--- config.mk ---
export PLATFORM = sky130hd
export DESIGN_NAME = refill_bridge_top
export DESIGN_NICKNAME = d
export VERILOG_FILES = /design/src/refill_bridge_pkg.sv /design/src/ar_channel.sv /design/src/r_router.sv /design/src/refill_bridge_top.sv /design/src/refill_ctrl.sv /design/src/w_channel.sv
export VERILOG_INCLUDE_DIRS = /design/src
export SDC_FILE = /design/constraint.sdc
export NUM_CORES = 1
export LEC_CHECK = 0
export ABC_CLOCK_PERIOD_IN_PS = 3100
export BUFFER_PORTS_ARGS = -buffer_cell sky130_fd_sc_hd__buf_4
export CAP_MARGIN = 30
export CORE_AREA = 5 5 141 143
export CTS_CLUSTER_DIAMETER = 60
export DETAILED_ROUTE_END_ITERATION = 8
export DIE_AREA = 0 0 146 148
export GPL_ROUTABILITY_DRIVEN = 0
export HOLD_SLACK_MARGIN = 0.02
export MAX_ROUTING_LAYER = met4
export PLACE_DENSITY_LB_ADDON = 0.1
export SLEW_MARGIN = 20
export SYNTH_ARGS = -nofsm -noshare
export SYNTH_HDL_FRONTEND = slang
export SYNTH_SLANG_ARGS = --single-unit
--- constraint.sdc ---
create_clock -name aclk -period 3.1 [get_ports aclk]
set_clock_uncertainty 0.05 [all_clocks]
set_input_delay 0.775 -clock aclk [delete_from_list [all_inputs] [get_ports aclk]]
set_output_delay 0.775 -clock aclk [all_outputs]
set_load 0.05 [all_outputs]
--- src/refill_bridge_defs.svh ---
`ifndef REFILL_BRIDGE_DEFS_SVH
`define REFILL_BRIDGE_DEFS_SVH

// AXI port widths
`define ADDR_W 32
`define DATA_W 32
`define STRB_W 4
`define ID_W 4

// one cache line, incrementing 32-bit beats
`define BURST_BEATS 16
`define BEAT_CNT_W 4

// transaction IDs per source
`define ID_ICACHE 0
`define ID_DCACHE 1

`endif

--- src/refill_bridge_pkg.sv ---
`include "refill_bridge_defs.svh"

package refill_bridge_pkg;

    typedef logic [`ADDR_W-1:0]     addr_t;
    typedef logic [`DATA_W-1:0]     word_t;
    typedef logic [`STRB_W-1:0]     strb_t;
    typedef logic [`ID_W-1:0]       axi_id_t;
    typedef logic [`BEAT_CNT_W-1:0] beat_cnt_t;

    typedef enum logic {
        ICACHE,
        DCACHE
    } rd_src_t;

    typedef enum logic [1:0] {
        W_IDLE,
        W_ADDR,
        W_DATA,
        W_RESP
    } wr_state_t;

endpackage

--- src/ar_channel.sv ---
`timescale 1ns/1ns
`include "refill_bridge_defs.svh"

module ar_channel (
    input  logic                       aclk,
    input  logic                       aresetn,
    input  logic                       i_load,
    input  refill_bridge_pkg::rd_src_t i_src,
    input  refill_bridge_pkg::addr_t   i_ic_addr,
    input  refill_bridge_pkg::addr_t   i_dc_addr,
    input  logic                       i_arready,
    output logic                       o_arvalid,
    output refill_bridge_pkg::addr_t   o_araddr,
    output refill_bridge_pkg::axi_id_t o_arid,
    output logic                       o_busy,
    output logic                       o_done,
    output logic                       o_ic_rdy,
    output logic                       o_dc_rdy
);
    import refill_bridge_pkg::*;

    logic    arvalid_q;
    rd_src_t src_q;

    always_ff @(posedge aclk) begin
        if (!aresetn) begin
            arvalid_q <= 1'b0;
        end else if (i_load) begin
            arvalid_q <= 1'b1;
        end else if (o_done) begin
            arvalid_q <= 1'b0;
        end
    end

    // address and id stay put until arready
    always_ff @(posedge aclk) begin
        if (i_load) begin
            src_q <= i_src;
            if (i_src == ICACHE) begin
                o_araddr <= i_ic_addr;
                o_arid   <= axi_id_t'(`ID_ICACHE);
            end else begin
                o_araddr <= i_dc_addr;
                o_arid   <= axi_id_t'(`ID_DCACHE);
            end
        end
    end

    assign o_arvalid = arvalid_q;
    assign o_busy    = arvalid_q;
    assign o_done    = arvalid_q && i_arready;
    assign o_ic_rdy  = o_done && (src_q == ICACHE);
    assign o_dc_rdy  = o_done && (src_q == DCACHE);

endmodule

--- src/r_router.sv ---
`timescale 1ns/1ns
`include "refill_bridge_defs.svh"

module r_router (
    input  logic                       i_rvalid,
    input  refill_bridge_pkg::axi_id_t i_rid,
    input  refill_bridge_pkg::word_t   i_rdata,
    input  logic                       i_rlast,
    input  logic                       i_ic_data_ready,
    input  logic                       i_dc_data_ready,
    output logic                       o_rready,
    output logic                       o_ic_ret_valid,
    output logic                       o_ic_ret_last,
    output refill_bridge_pkg::word_t   o_ic_rdata,
    output logic                       o_dc_ret_valid,
    output logic                       o_dc_ret_last,
    output refill_bridge_pkg::word_t   o_dc_rdata,
    output logic                       o_rlast_beat,
    output refill_bridge_pkg::rd_src_t o_rlast_src
);
    import refill_bridge_pkg::*;

    rd_src_t rd_src;
    logic    beat_take;

    // any id other than the data side's goes to the instruction side
    assign rd_src = (i_rid == axi_id_t'(`ID_DCACHE)) ? DCACHE : ICACHE;

    assign o_rready  = (rd_src == DCACHE) ? i_dc_data_ready : i_ic_data_ready;
    assign beat_take = i_rvalid && o_rready;

    // ret_valid marks a beat actually taken on R
    assign o_ic_ret_valid = beat_take && (rd_src == ICACHE);
    assign o_ic_ret_last  = o_ic_ret_valid && i_rlast;
    assign o_ic_rdata     = i_rdata;

    assign o_dc_ret_valid = beat_take && (rd_src == DCACHE);
    assign o_dc_ret_last  = o_dc_ret_valid && i_rlast;
    assign o_dc_rdata     = i_rdata;

    assign o_rlast_beat = beat_take && i_rlast;
    assign o_rlast_src  = rd_src;

endmodule

--- src/refill_bridge_top.sv ---
`timescale 1ns/1ns

module refill_bridge_top (
    input  logic                       aclk,
    input  logic                       aresetn,
    // instruction cache side
    input  logic                       i_ic_req,
    input  refill_bridge_pkg::addr_t   i_ic_addr,
    output logic                       o_ic_rdy,
    output logic                       o_ic_ret_valid,
    output logic                       o_ic_ret_last,
    output refill_bridge_pkg::word_t   o_ic_rdata,
    input  logic                       i_ic_data_ready,
    // data cache side, reads
    input  logic                       i_dc_req,
    input  refill_bridge_pkg::addr_t   i_dc_addr,
    output logic                       o_dc_rdy,
    output logic                       o_dc_ret_valid,
    output logic                       o_dc_ret_last,
    output refill_bridge_pkg::word_t   o_dc_rdata,
    input  logic                       i_dc_data_ready,
    // data cache side, write-back
    input  logic                       i_dc_w_req,
    input  refill_bridge_pkg::addr_t   i_dc_w_addr,
    input  refill_bridge_pkg::strb_t   i_dc_w_strb,
    output logic                       o_dc_w_rdy,
    input  logic                       i_dc_w_data_req,
    input  refill_bridge_pkg::word_t   i_dc_w_data,
    output logic                       o_dc_w_data_ready,
    output logic                       o_dc_b_valid,
    // AXI read address
    output refill_bridge_pkg::axi_id_t o_arid,
    output refill_bridge_pkg::addr_t   o_araddr,
    output logic                       o_arvalid,
    input  logic                       i_arready,
    // AXI read data
    input  refill_bridge_pkg::axi_id_t i_rid,
    input  refill_bridge_pkg::word_t   i_rdata,
    input  logic                       i_rlast,
    input  logic                       i_rvalid,
    output logic                       o_rready,
    // AXI write address
    output refill_bridge_pkg::axi_id_t o_awid,
    output refill_bridge_pkg::addr_t   o_awaddr,
    output logic                       o_awvalid,
    input  logic                       i_awready,
    // AXI write data
    output refill_bridge_pkg::word_t   o_wdata,
    output refill_bridge_pkg::strb_t   o_wstrb,
    output logic                       o_wlast,
    output logic                       o_wvalid,
    input  logic                       i_wready,
    // AXI write response
    input  logic                       i_bvalid,
    output logic                       o_bready
);
    import refill_bridge_pkg::*;

    logic    ar_load;
    rd_src_t ar_src;
    logic    ar_busy;
    logic    ar_done;
    logic    rlast_beat;
    rd_src_t rlast_src;
    logic    aw_load;
    logic    w_active;
    logic    b_wait;
    logic    w_last_done;
    logic    b_done;

    refill_ctrl u_ctrl (
        .aclk          (aclk),
        .aresetn       (aresetn),
        .i_ic_req      (i_ic_req),
        .i_dc_req      (i_dc_req),
        .i_dc_w_req    (i_dc_w_req),
        .i_ar_busy     (ar_busy),
        .i_ar_done     (ar_done),
        .i_rlast_beat  (rlast_beat),
        .i_rlast_src   (rlast_src),
        .i_w_last_done (w_last_done),
        .i_b_done      (b_done),
        .o_ar_load     (ar_load),
        .o_ar_src      (ar_src),
        .o_aw_load     (aw_load),
        .o_w_active    (w_active),
        .o_b_wait      (b_wait)
    );

    ar_channel u_ar (
        .aclk      (aclk),
        .aresetn   (aresetn),
        .i_load    (ar_load),
        .i_src     (ar_src),
        .i_ic_addr (i_ic_addr),
        .i_dc_addr (i_dc_addr),
        .i_arready (i_arready),
        .o_arvalid (o_arvalid),
        .o_araddr  (o_araddr),
        .o_arid    (o_arid),
        .o_busy    (ar_busy),
        .o_done    (ar_done),
        .o_ic_rdy  (o_ic_rdy),
        .o_dc_rdy  (o_dc_rdy)
    );

    r_router u_r (
        .i_rvalid        (i_rvalid),
        .i_rid           (i_rid),
        .i_rdata         (i_rdata),
        .i_rlast         (i_rlast),
        .i_ic_data_ready (i_ic_data_ready),
        .i_dc_data_ready (i_dc_data_ready),
        .o_rready        (o_rready),
        .o_ic_ret_valid  (o_ic_ret_valid),
        .o_ic_ret_last   (o_ic_ret_last),
        .o_ic_rdata      (o_ic_rdata),
        .o_dc_ret_valid  (o_dc_ret_valid),
        .o_dc_ret_last   (o_dc_ret_last),
        .o_dc_rdata      (o_dc_rdata),
        .o_rlast_beat    (rlast_beat),
        .o_rlast_src     (rlast_src)
    );

    w_channel u_w (
        .aclk           (aclk),
        .aresetn        (aresetn),
        .i_load         (aw_load),
        .i_active       (w_active),
        .i_b_wait       (b_wait),
        .i_w_addr       (i_dc_w_addr),
        .i_w_strb       (i_dc_w_strb),
        .i_w_data_req   (i_dc_w_data_req),
        .i_w_data       (i_dc_w_data),
        .i_awready      (i_awready),
        .i_wready       (i_wready),
        .i_bvalid       (i_bvalid),
        .o_awvalid      (o_awvalid),
        .o_awaddr       (o_awaddr),
        .o_awid         (o_awid),
        .o_wvalid       (o_wvalid),
        .o_wdata        (o_wdata),
        .o_wstrb        (o_wstrb),
        .o_wlast        (o_wlast),
        .o_bready       (o_bready),
        .o_w_rdy        (o_dc_w_rdy),
        .o_w_data_ready (o_dc_w_data_ready),
        .o_last_done    (w_last_done),
        .o_b_done       (b_done),
        .o_b_valid      (o_dc_b_valid)
    );

endmodule

--- src/refill_ctrl.sv ---
`timescale 1ns/1ns

module refill_ctrl (
    input  logic                       aclk,
    input  logic                       aresetn,
    input  logic                       i_ic_req,
    input  logic                       i_dc_req,
    input  logic                       i_dc_w_req,
    input  logic                       i_ar_busy,
    input  logic                       i_ar_done,
    input  logic                       i_rlast_beat,
    input  refill_bridge_pkg::rd_src_t i_rlast_src,
    input  logic                       i_w_last_done,
    input  logic                       i_b_done,
    output logic                       o_ar_load,
    output refill_bridge_pkg::rd_src_t o_ar_src,
    output logic                       o_aw_load,
    output logic                       o_w_active,
    output logic                       o_b_wait
);
    import refill_bridge_pkg::*;

    logic [1:0] rd_busy;
    rd_src_t    last_grant;
    logic       ic_pend;
    logic       dc_pend;
    logic       ar_free;
    wr_state_t  wr_state;
    wr_state_t  wr_next;

    // a source with a burst in flight waits for its rlast
    assign ic_pend = i_ic_req && !rd_busy[ICACHE];
    assign dc_pend = i_dc_req && !rd_busy[DCACHE];

    // address register may reload in its own handshake cycle
    assign ar_free   = !i_ar_busy || i_ar_done;
    assign o_ar_load = ar_free && (ic_pend || dc_pend);

    always_comb begin
        if (ic_pend && dc_pend) begin
            // tie goes to the side not granted last
            if (last_grant == ICACHE) begin
                o_ar_src = DCACHE;
            end else begin
                o_ar_src = ICACHE;
            end
        end else if (dc_pend) begin
            o_ar_src = DCACHE;
        end else begin
            o_ar_src = ICACHE;
        end
    end

    always_ff @(posedge aclk) begin
        if (!aresetn) begin
            rd_busy    <= '0;
            last_grant <= DCACHE;
        end else begin
            if (o_ar_load) begin
                rd_busy[o_ar_src] <= 1'b1;
                last_grant        <= o_ar_src;
            end
            if (i_rlast_beat) begin
                rd_busy[i_rlast_src] <= 1'b0;
            end
        end
    end

    // write-back sequencing
    always_comb begin
        wr_next = wr_state;
        case (wr_state)
            W_IDLE: begin
                if (i_dc_w_req) begin
                    wr_next = W_ADDR;
                end
            end
            // first cycle of awvalid, data follows the AW pulse
            W_ADDR: begin
                wr_next = W_DATA;
            end
            W_DATA: begin
                if (i_w_last_done) begin
                    wr_next = W_RESP;
                end
            end
            W_RESP: begin
                if (i_b_done) begin
                    wr_next = W_IDLE;
                end
            end
            default: begin
                wr_next = W_IDLE;
            end
        endcase
    end

    always_ff @(posedge aclk) begin
        if (!aresetn) begin
            wr_state <= W_IDLE;
        end else begin
            wr_state <= wr_next;
        end
    end

    assign o_aw_load  = (wr_state == W_IDLE) && i_dc_w_req;
    assign o_w_active = (wr_state == W_DATA);
    assign o_b_wait   = (wr_state == W_RESP);

endmodule

--- src/w_channel.sv ---
`timescale 1ns/1ns
`include "refill_bridge_defs.svh"

module w_channel (
    input  logic                       aclk,
    input  logic                       aresetn,
    input  logic                       i_load,
    input  logic                       i_active,
    input  logic                       i_b_wait,
    input  refill_bridge_pkg::addr_t   i_w_addr,
    input  refill_bridge_pkg::strb_t   i_w_strb,
    input  logic                       i_w_data_req,
    input  refill_bridge_pkg::word_t   i_w_data,
    input  logic                       i_awready,
    input  logic                       i_wready,
    input  logic                       i_bvalid,
    output logic                       o_awvalid,
    output refill_bridge_pkg::addr_t   o_awaddr,
    output refill_bridge_pkg::axi_id_t o_awid,
    output logic                       o_wvalid,
    output refill_bridge_pkg::word_t   o_wdata,
    output refill_bridge_pkg::strb_t   o_wstrb,
    output logic                       o_wlast,
    output logic                       o_bready,
    output logic                       o_w_rdy,
    output logic                       o_w_data_ready,
    output logic                       o_last_done,
    output logic                       o_b_done,
    output logic                       o_b_valid
);
    import refill_bridge_pkg::*;

    logic      awvalid_q;
    beat_cnt_t beat_cnt;
    logic      beat_take;

    always_ff @(posedge aclk) begin
        if (!aresetn) begin
            awvalid_q <= 1'b0;
        end else if (i_load) begin
            awvalid_q <= 1'b1;
        end else if (o_w_rdy) begin
            awvalid_q <= 1'b0;
        end
    end

    // strobes hold for the whole line
    always_ff @(posedge aclk) begin
        if (i_load) begin
            o_awaddr <= i_w_addr;
            o_wstrb  <= i_w_strb;
        end
    end

    assign o_awvalid = awvalid_q;
    assign o_awid    = axi_id_t'(`ID_DCACHE);
    assign o_w_rdy   = awvalid_q && i_awready;

    // write words pass straight through while the data phase is open
    assign o_wvalid       = i_active && i_w_data_req;
    assign o_wdata        = i_w_data;
    assign beat_take      = o_wvalid && i_wready;
    assign o_w_data_ready = beat_take;

    always_ff @(posedge aclk) begin
        if (!aresetn) begin
            beat_cnt <= '0;
        end else if (i_load) begin
            beat_cnt <= '0;
        end else if (beat_take) begin
            beat_cnt <= beat_cnt + 1'b1;
        end
    end

    assign o_wlast     = (beat_cnt == beat_cnt_t'(`BURST_BEATS - 1));
    assign o_last_done = beat_take && o_wlast;

    // response side
    assign o_bready  = i_b_wait;
    assign o_b_done  = i_b_wait && i_bvalid;
    assign o_b_valid = o_b_done;

endmodule
After elaboration in Yosys (flattened, before gate mapping):

Cells that the tools add are included.

* add/subtract/negate cells: 1
* order comparisons: 4
* eq/ne operators: 8
* mux-type cells: 22
* bitwise gates (word level): 6
* reduce and logical (&&, ||, !) cells: 31

Operator list (count)
* $mux W32: 1
* $logic_and A1 B1 Y1: 21
* $mux W1: 12
* $mux W2: 6
* $pmux W2 S4: 1
* $ne A2 B2 Y1 const B: 3
* $add A4 B1 Y4 const B: 1
* $eq A2 B2 Y1 const B: 2
* $eq A4 B1 Y1 const B: 1
* $eq A4 B4 Y1 const B: 1
* $lt A1 B2 Y1 const B: 2
* $reduce_bool A2 Y1: 2
* $logic_not A1 Y1: 3
* $not A1 Y1: 3
* $reduce_and A3 Y1: 1
* $and A2 B2 Y2: 1
* $demux W1 S1: 2
* $eq A2 B1 Y1 const B: 1
* $ge A1 B1 Y1 const B: 2
* $logic_not A2 Y1: 1
* $logic_or A1 B1 Y1: 2
* $not A2 Y2: 1
* $or A2 B2 Y2: 1
* $reduce_or A2 Y1: 1

* register bits: 84
* bits of input ports: 182
* output and inout bits: 187
* logic and storage cells: 83

Longest topological paths before layout:

* depth in word-level cells: 13
* mapped depth: 5
* mapped depth without buffers: 5

Modules after synthesis:

Synthesis repeated with hierarchy kept, for this count alone.

* cell total of the unflattened synthesis: 295
* area, all modules: 4136.5 um2

Modules (own cells, without submodules)
* ar_channel: times used 1, cells each 81, area an instance 1629.1 um2, sequential area each 1011.0 um2
* w_channel: times used 1, cells each 103, area an instance 1621.6 um2, sequential area each 1181.1 um2
* r_router: times used 1, cells each 73, area an instance 570.5 um2, sequential area each 0.0 um2
* refill_ctrl: times used 1, cells each 38, area an instance 315.3 um2, sequential area each 100.1 um2

Least setup slack after synthesis:

OpenSTA, ideal clock, no wires.

* path kind: input-to-reg
* from: input i_ic_req
* to: register u_ar.o_araddr[0], enable pin
* setup time: 0.436 ns
* arrival time: 2.718 ns
* required time: 2.614 ns
* setup slack: -0.104 ns
* stages: 2
* path buffers: 0
* path through: or2b_1 > a21oi_1

* longest elaborated chain between the ends: 3

Ends and longest elaborated chain
* from (decl): line refill_bridge_top.sv:7 `input logic i_ic_req,`
* $logic_and A1 B1 Y1: line refill_ctrl.sv:32 `assign ic_pend = i_ic_req && !rd_busy[ICACHE];`
* $logic_or A1 B1 Y1: line refill_ctrl.sv:37 `assign o_ar_load = ar_free && (ic_pend || dc_pend);`
* $logic_and A1 B1 Y1: line refill_ctrl.sv:37
* named net ar_load: line refill_bridge_top.sv:59 `logic ar_load;`
* to (signal assigned): line ar_channel.sv:40 `o_araddr <= i_ic_addr;`
* to (signal assigned): line ar_channel.sv:43 `o_araddr <= i_dc_addr;`
* to (decl): line ar_channel.sv:13 `output refill_bridge_pkg::addr_t o_araddr,`

The timed path passes the listed nets, and every way through them passes these cells.
A chain may end at the register's enable or synchronous reset.

Final worst setup path:

* from: input i_rid[1]
* to: output o_rready

* longest elaborated chain between the ends: 3

Ends and longest elaborated chain
* from (decl): line refill_bridge_top.sv:37 `input refill_bridge_pkg::axi_id_t i_rid,`
* $eq A4 B1 Y1: line r_router.sv:27 `` assign rd_src = (i_rid == axi_id_t'(`ID_DCACHE)) ? DCACHE : ICACHE; ``
* $mux W1: line r_router.sv:27
* $mux W1: line r_router.sv:29 `assign o_rready = (rd_src == DCACHE) ? i_dc_data_ready : i_ic_data_ready;`
* to (decl): line refill_bridge_top.sv:41 `output logic o_rready,`

No other way between the ends.

==> run metrics <==
diode count=0; total track usage=12.6%; Critical Path Fanout Max=4; Core Region=18,500 um^2; wire per inst=21.8 um; TritonCTS clock tree=done; Port Buffers=201; critical path type=in -> out; hold_buf cts=0; outcome=finished, final reports clean; placed cell areas=5060 um^2; CP Cell Sequence=buf_4 > nor4b_1 > buf_4 > nand2b_1 > nand2_1 > buf_4; max-slew violations=0; top cell type's share of synthesized area=51.2%; # setup viols final=0; first-pass GRT wire length=19,000 um; CP dominant cell by count=buf_4; htree depth=3; fin crit period=2.60 ns; FILL cells=1,889; DR pass1 iterations=4; cell count after synthesis=290; Post-synth EDFFs=69; post-synthesis register bit count=80; Routed WL=14,000 um; share of cells above drive strength 1=63.2%; Power Dens Cells=732 nW/um^2; Critical Path RT=2.27 ns; effective utilization at floorplan=21.9%; Synth warnings=0; Via density=3.84; Max IR drop VDD=232 uV; Root Buffer Master=clkbuf_16; count leader, synth=buf_4; WP depth=6; IO Count=369; Post-CTS Setup Bufs=0; gr ovfl total=0; worst hold path type=reg -> reg; final instance area=5380 um^2; Hold Fails Final Rpt=0; Critical Path AT=1.78 ns; Clock Latency Late Sink=0.34 ns; chip width=146 um; worst hold stages=2; dpl hpwl=11,800 um; Post-synth top cells=104 x buf_4, 69 x edfxtp_1, 28 x mux2_4; Leakage=2.42 nW; vias in the first global route=2,566; # clock sinks=80; post-route setup TNS=0 ns; Critical Path Max Stage Delay=0.29 ns; DRC Markers=0; Rel. slew slack=63.7%; slowest CP cell=nor4b_1; Sequential cell area=2290 um^2; WP buf/inv=3; cts bufs inserted=9; Max Freq=0.384 GHz; CTS Buffer Depth=2; multi-input logic area=895 um^2; largest net degree at the start of global routing=37; synth unique cells=37; First DRT Iteration DRCs=112; RSZ-0062 raised after global routing=no; Worst setup EP type=output pin; initial antenna violation count=0; height of the die=148 um; post-CTS sizing=0; Slew @ Worst Pin=0.544 ns; MaxCap Viol Count=0; CP top delay family=simple AND/OR/NAND/NOR gates; area leader, netlist=edfxtp_1; Avg Cell Area, Syn=13.9 um^2; Synth Flop Type=edfxtp_1; Final Cycle Share=84.0%; proportion of synthesized chip area in sequential cells=56.7%; vias post-DR=2,464; startpoint types=input port; Synth Cell Area=4050 um^2; clock slew at reported path FFs=0.06 ns; Die ar.=21,600 um^2; NumNets Final=589; Synth async-reset ratio=0%; cells on worst reg2reg path=3; area delta synth->final=33.0%; Routed Antenna Nets=0; row count=50; largest cells by area after synthesis=edfxtp_1 51%, buf_4 19%, mux2_4 10%
==> worst register-to-register path, stage by stage (launching register included) <==
cell and delay, ns:
dfxtp_1 0.48, nor2b_1 0.51, a21oi_4 0.03, buf_4 0.29
==> power by group <==
| group | switching [W] | leakage [nW] | internal (W) |
|---|---|---|---|
| registers | 0.0000569 | 0.759 | 0.00140 |
| logic | 0.000897 | 1.51 | 0.000428 |
| clock network | 0.000443 | 0.156 | 0.000712 |
| total | 0.00140 | 2.42 | 0.00254 |
==> per-layer routing <==
layer	global-route usage (%)	vias to the layer above	share of wire [%]
li1	-	1125	-
met1	10.1	1108	28
met2	22.6	203	54
met3	8.46	28	16
met4	5.27	0	2.2
met5	-	-	0
==> path summary, 6_finish.rpt <==
check | start | to | slack, ns
worst max-delay path | i_rid[1] | o_rready | 0.50
worst min-delay path | u_w.beat_cnt[3] | u_w.beat_cnt[3] | 0.44
worst max register to register | u_ar.o_arvalid | u_ar.o_araddr[4] | 1.41
worst min register to register | u_w.beat_cnt[3] | u_w.beat_cnt[3] | 0.44
==> registers in the layout, indices dropped and copies added, names as in the netlist <==
register,flops
u_ctrl.last_grant,1
u_ar.o_araddr,32
u_ctrl.rd_busy,2
u_ar.o_arvalid,1
u_w.beat_cnt,4
u_w.o_wstrb,4
u_ar.src_q,1
u_w.o_awvalid,1
u_ctrl.wr_state,2
u_w.o_awaddr,32
==> final cells by class <==
| cell class | count | share of cell area (%) |
|---|---|---|
| repair buffers | 206 | 28.8 |
| well taps | 234 | 5.44 |
| multi-input cells | 97 | 16.6 |
| clock inverters | 6 | 1.67 |
| inverters | 9 | 0.628 |
| clock buffers | 10 | 4.26 |
| flip-flops and latches | 80 | 42.6 |
==> cells in the final DEF (no fill, tap or decap), types with 3 or more instances in the layout <==
master / count
nor2_1: 8
inv_1: 9
clkbuf_16: 9
dfxtp_1: 11
nand2_1: 9
nand3_1: 3
conb_1: 7
inv_6: 3
buf_4: 206
ha_1: 4
and2_1: 3
mux2_2: 4
edfxtp_1: 69
nor2b_1: 3
mux2_4: 28
==> cell families after synthesis <==
| kind of cell | Yosys count | share of synthesized area, % |
|---|---|---|
| buffers and inverters | 118 | 22.0 |
| AND/OR/NAND/NOR | 35 | 4.61 |
| XOR/XNOR | 2 | 0.433 |
| AO/OA/AOI/OAI | 15 | 2.88 |
| other | 2 | 0.186 |
| flip-flops | 80 | 56.7 |
| multiplexers | 34 | 12.0 |
| adder cells (fa/ha/maj) | 4 | 1.24 |
==> through the flow <==
| step | utilization, % | hold slack, ns | setup WS (ns) | total power [W] | std cells |
|---|---|---|---|---|---|
| after floorplan | - | 0.409 | 0.363 | 0.00271 | 295 |
| after global placement | 27.4 | 0.428 | 0.464 | 0.00282 | 626 |
| after detailed placement | 27.4 | 0.436 | 0.489 | 0.00282 | 626 |
| after CTS | 29.1 | 0.445 | 0.490 | 0.00401 | 642 |
| after global routing | 29.1 | 0.464 | 0.385 | 0.00410 | 642 |
| final | 29.1 | 0.440 | 0.496 | 0.00394 | 642 |
Note: power is estimated with default switching activity, not from simulation.
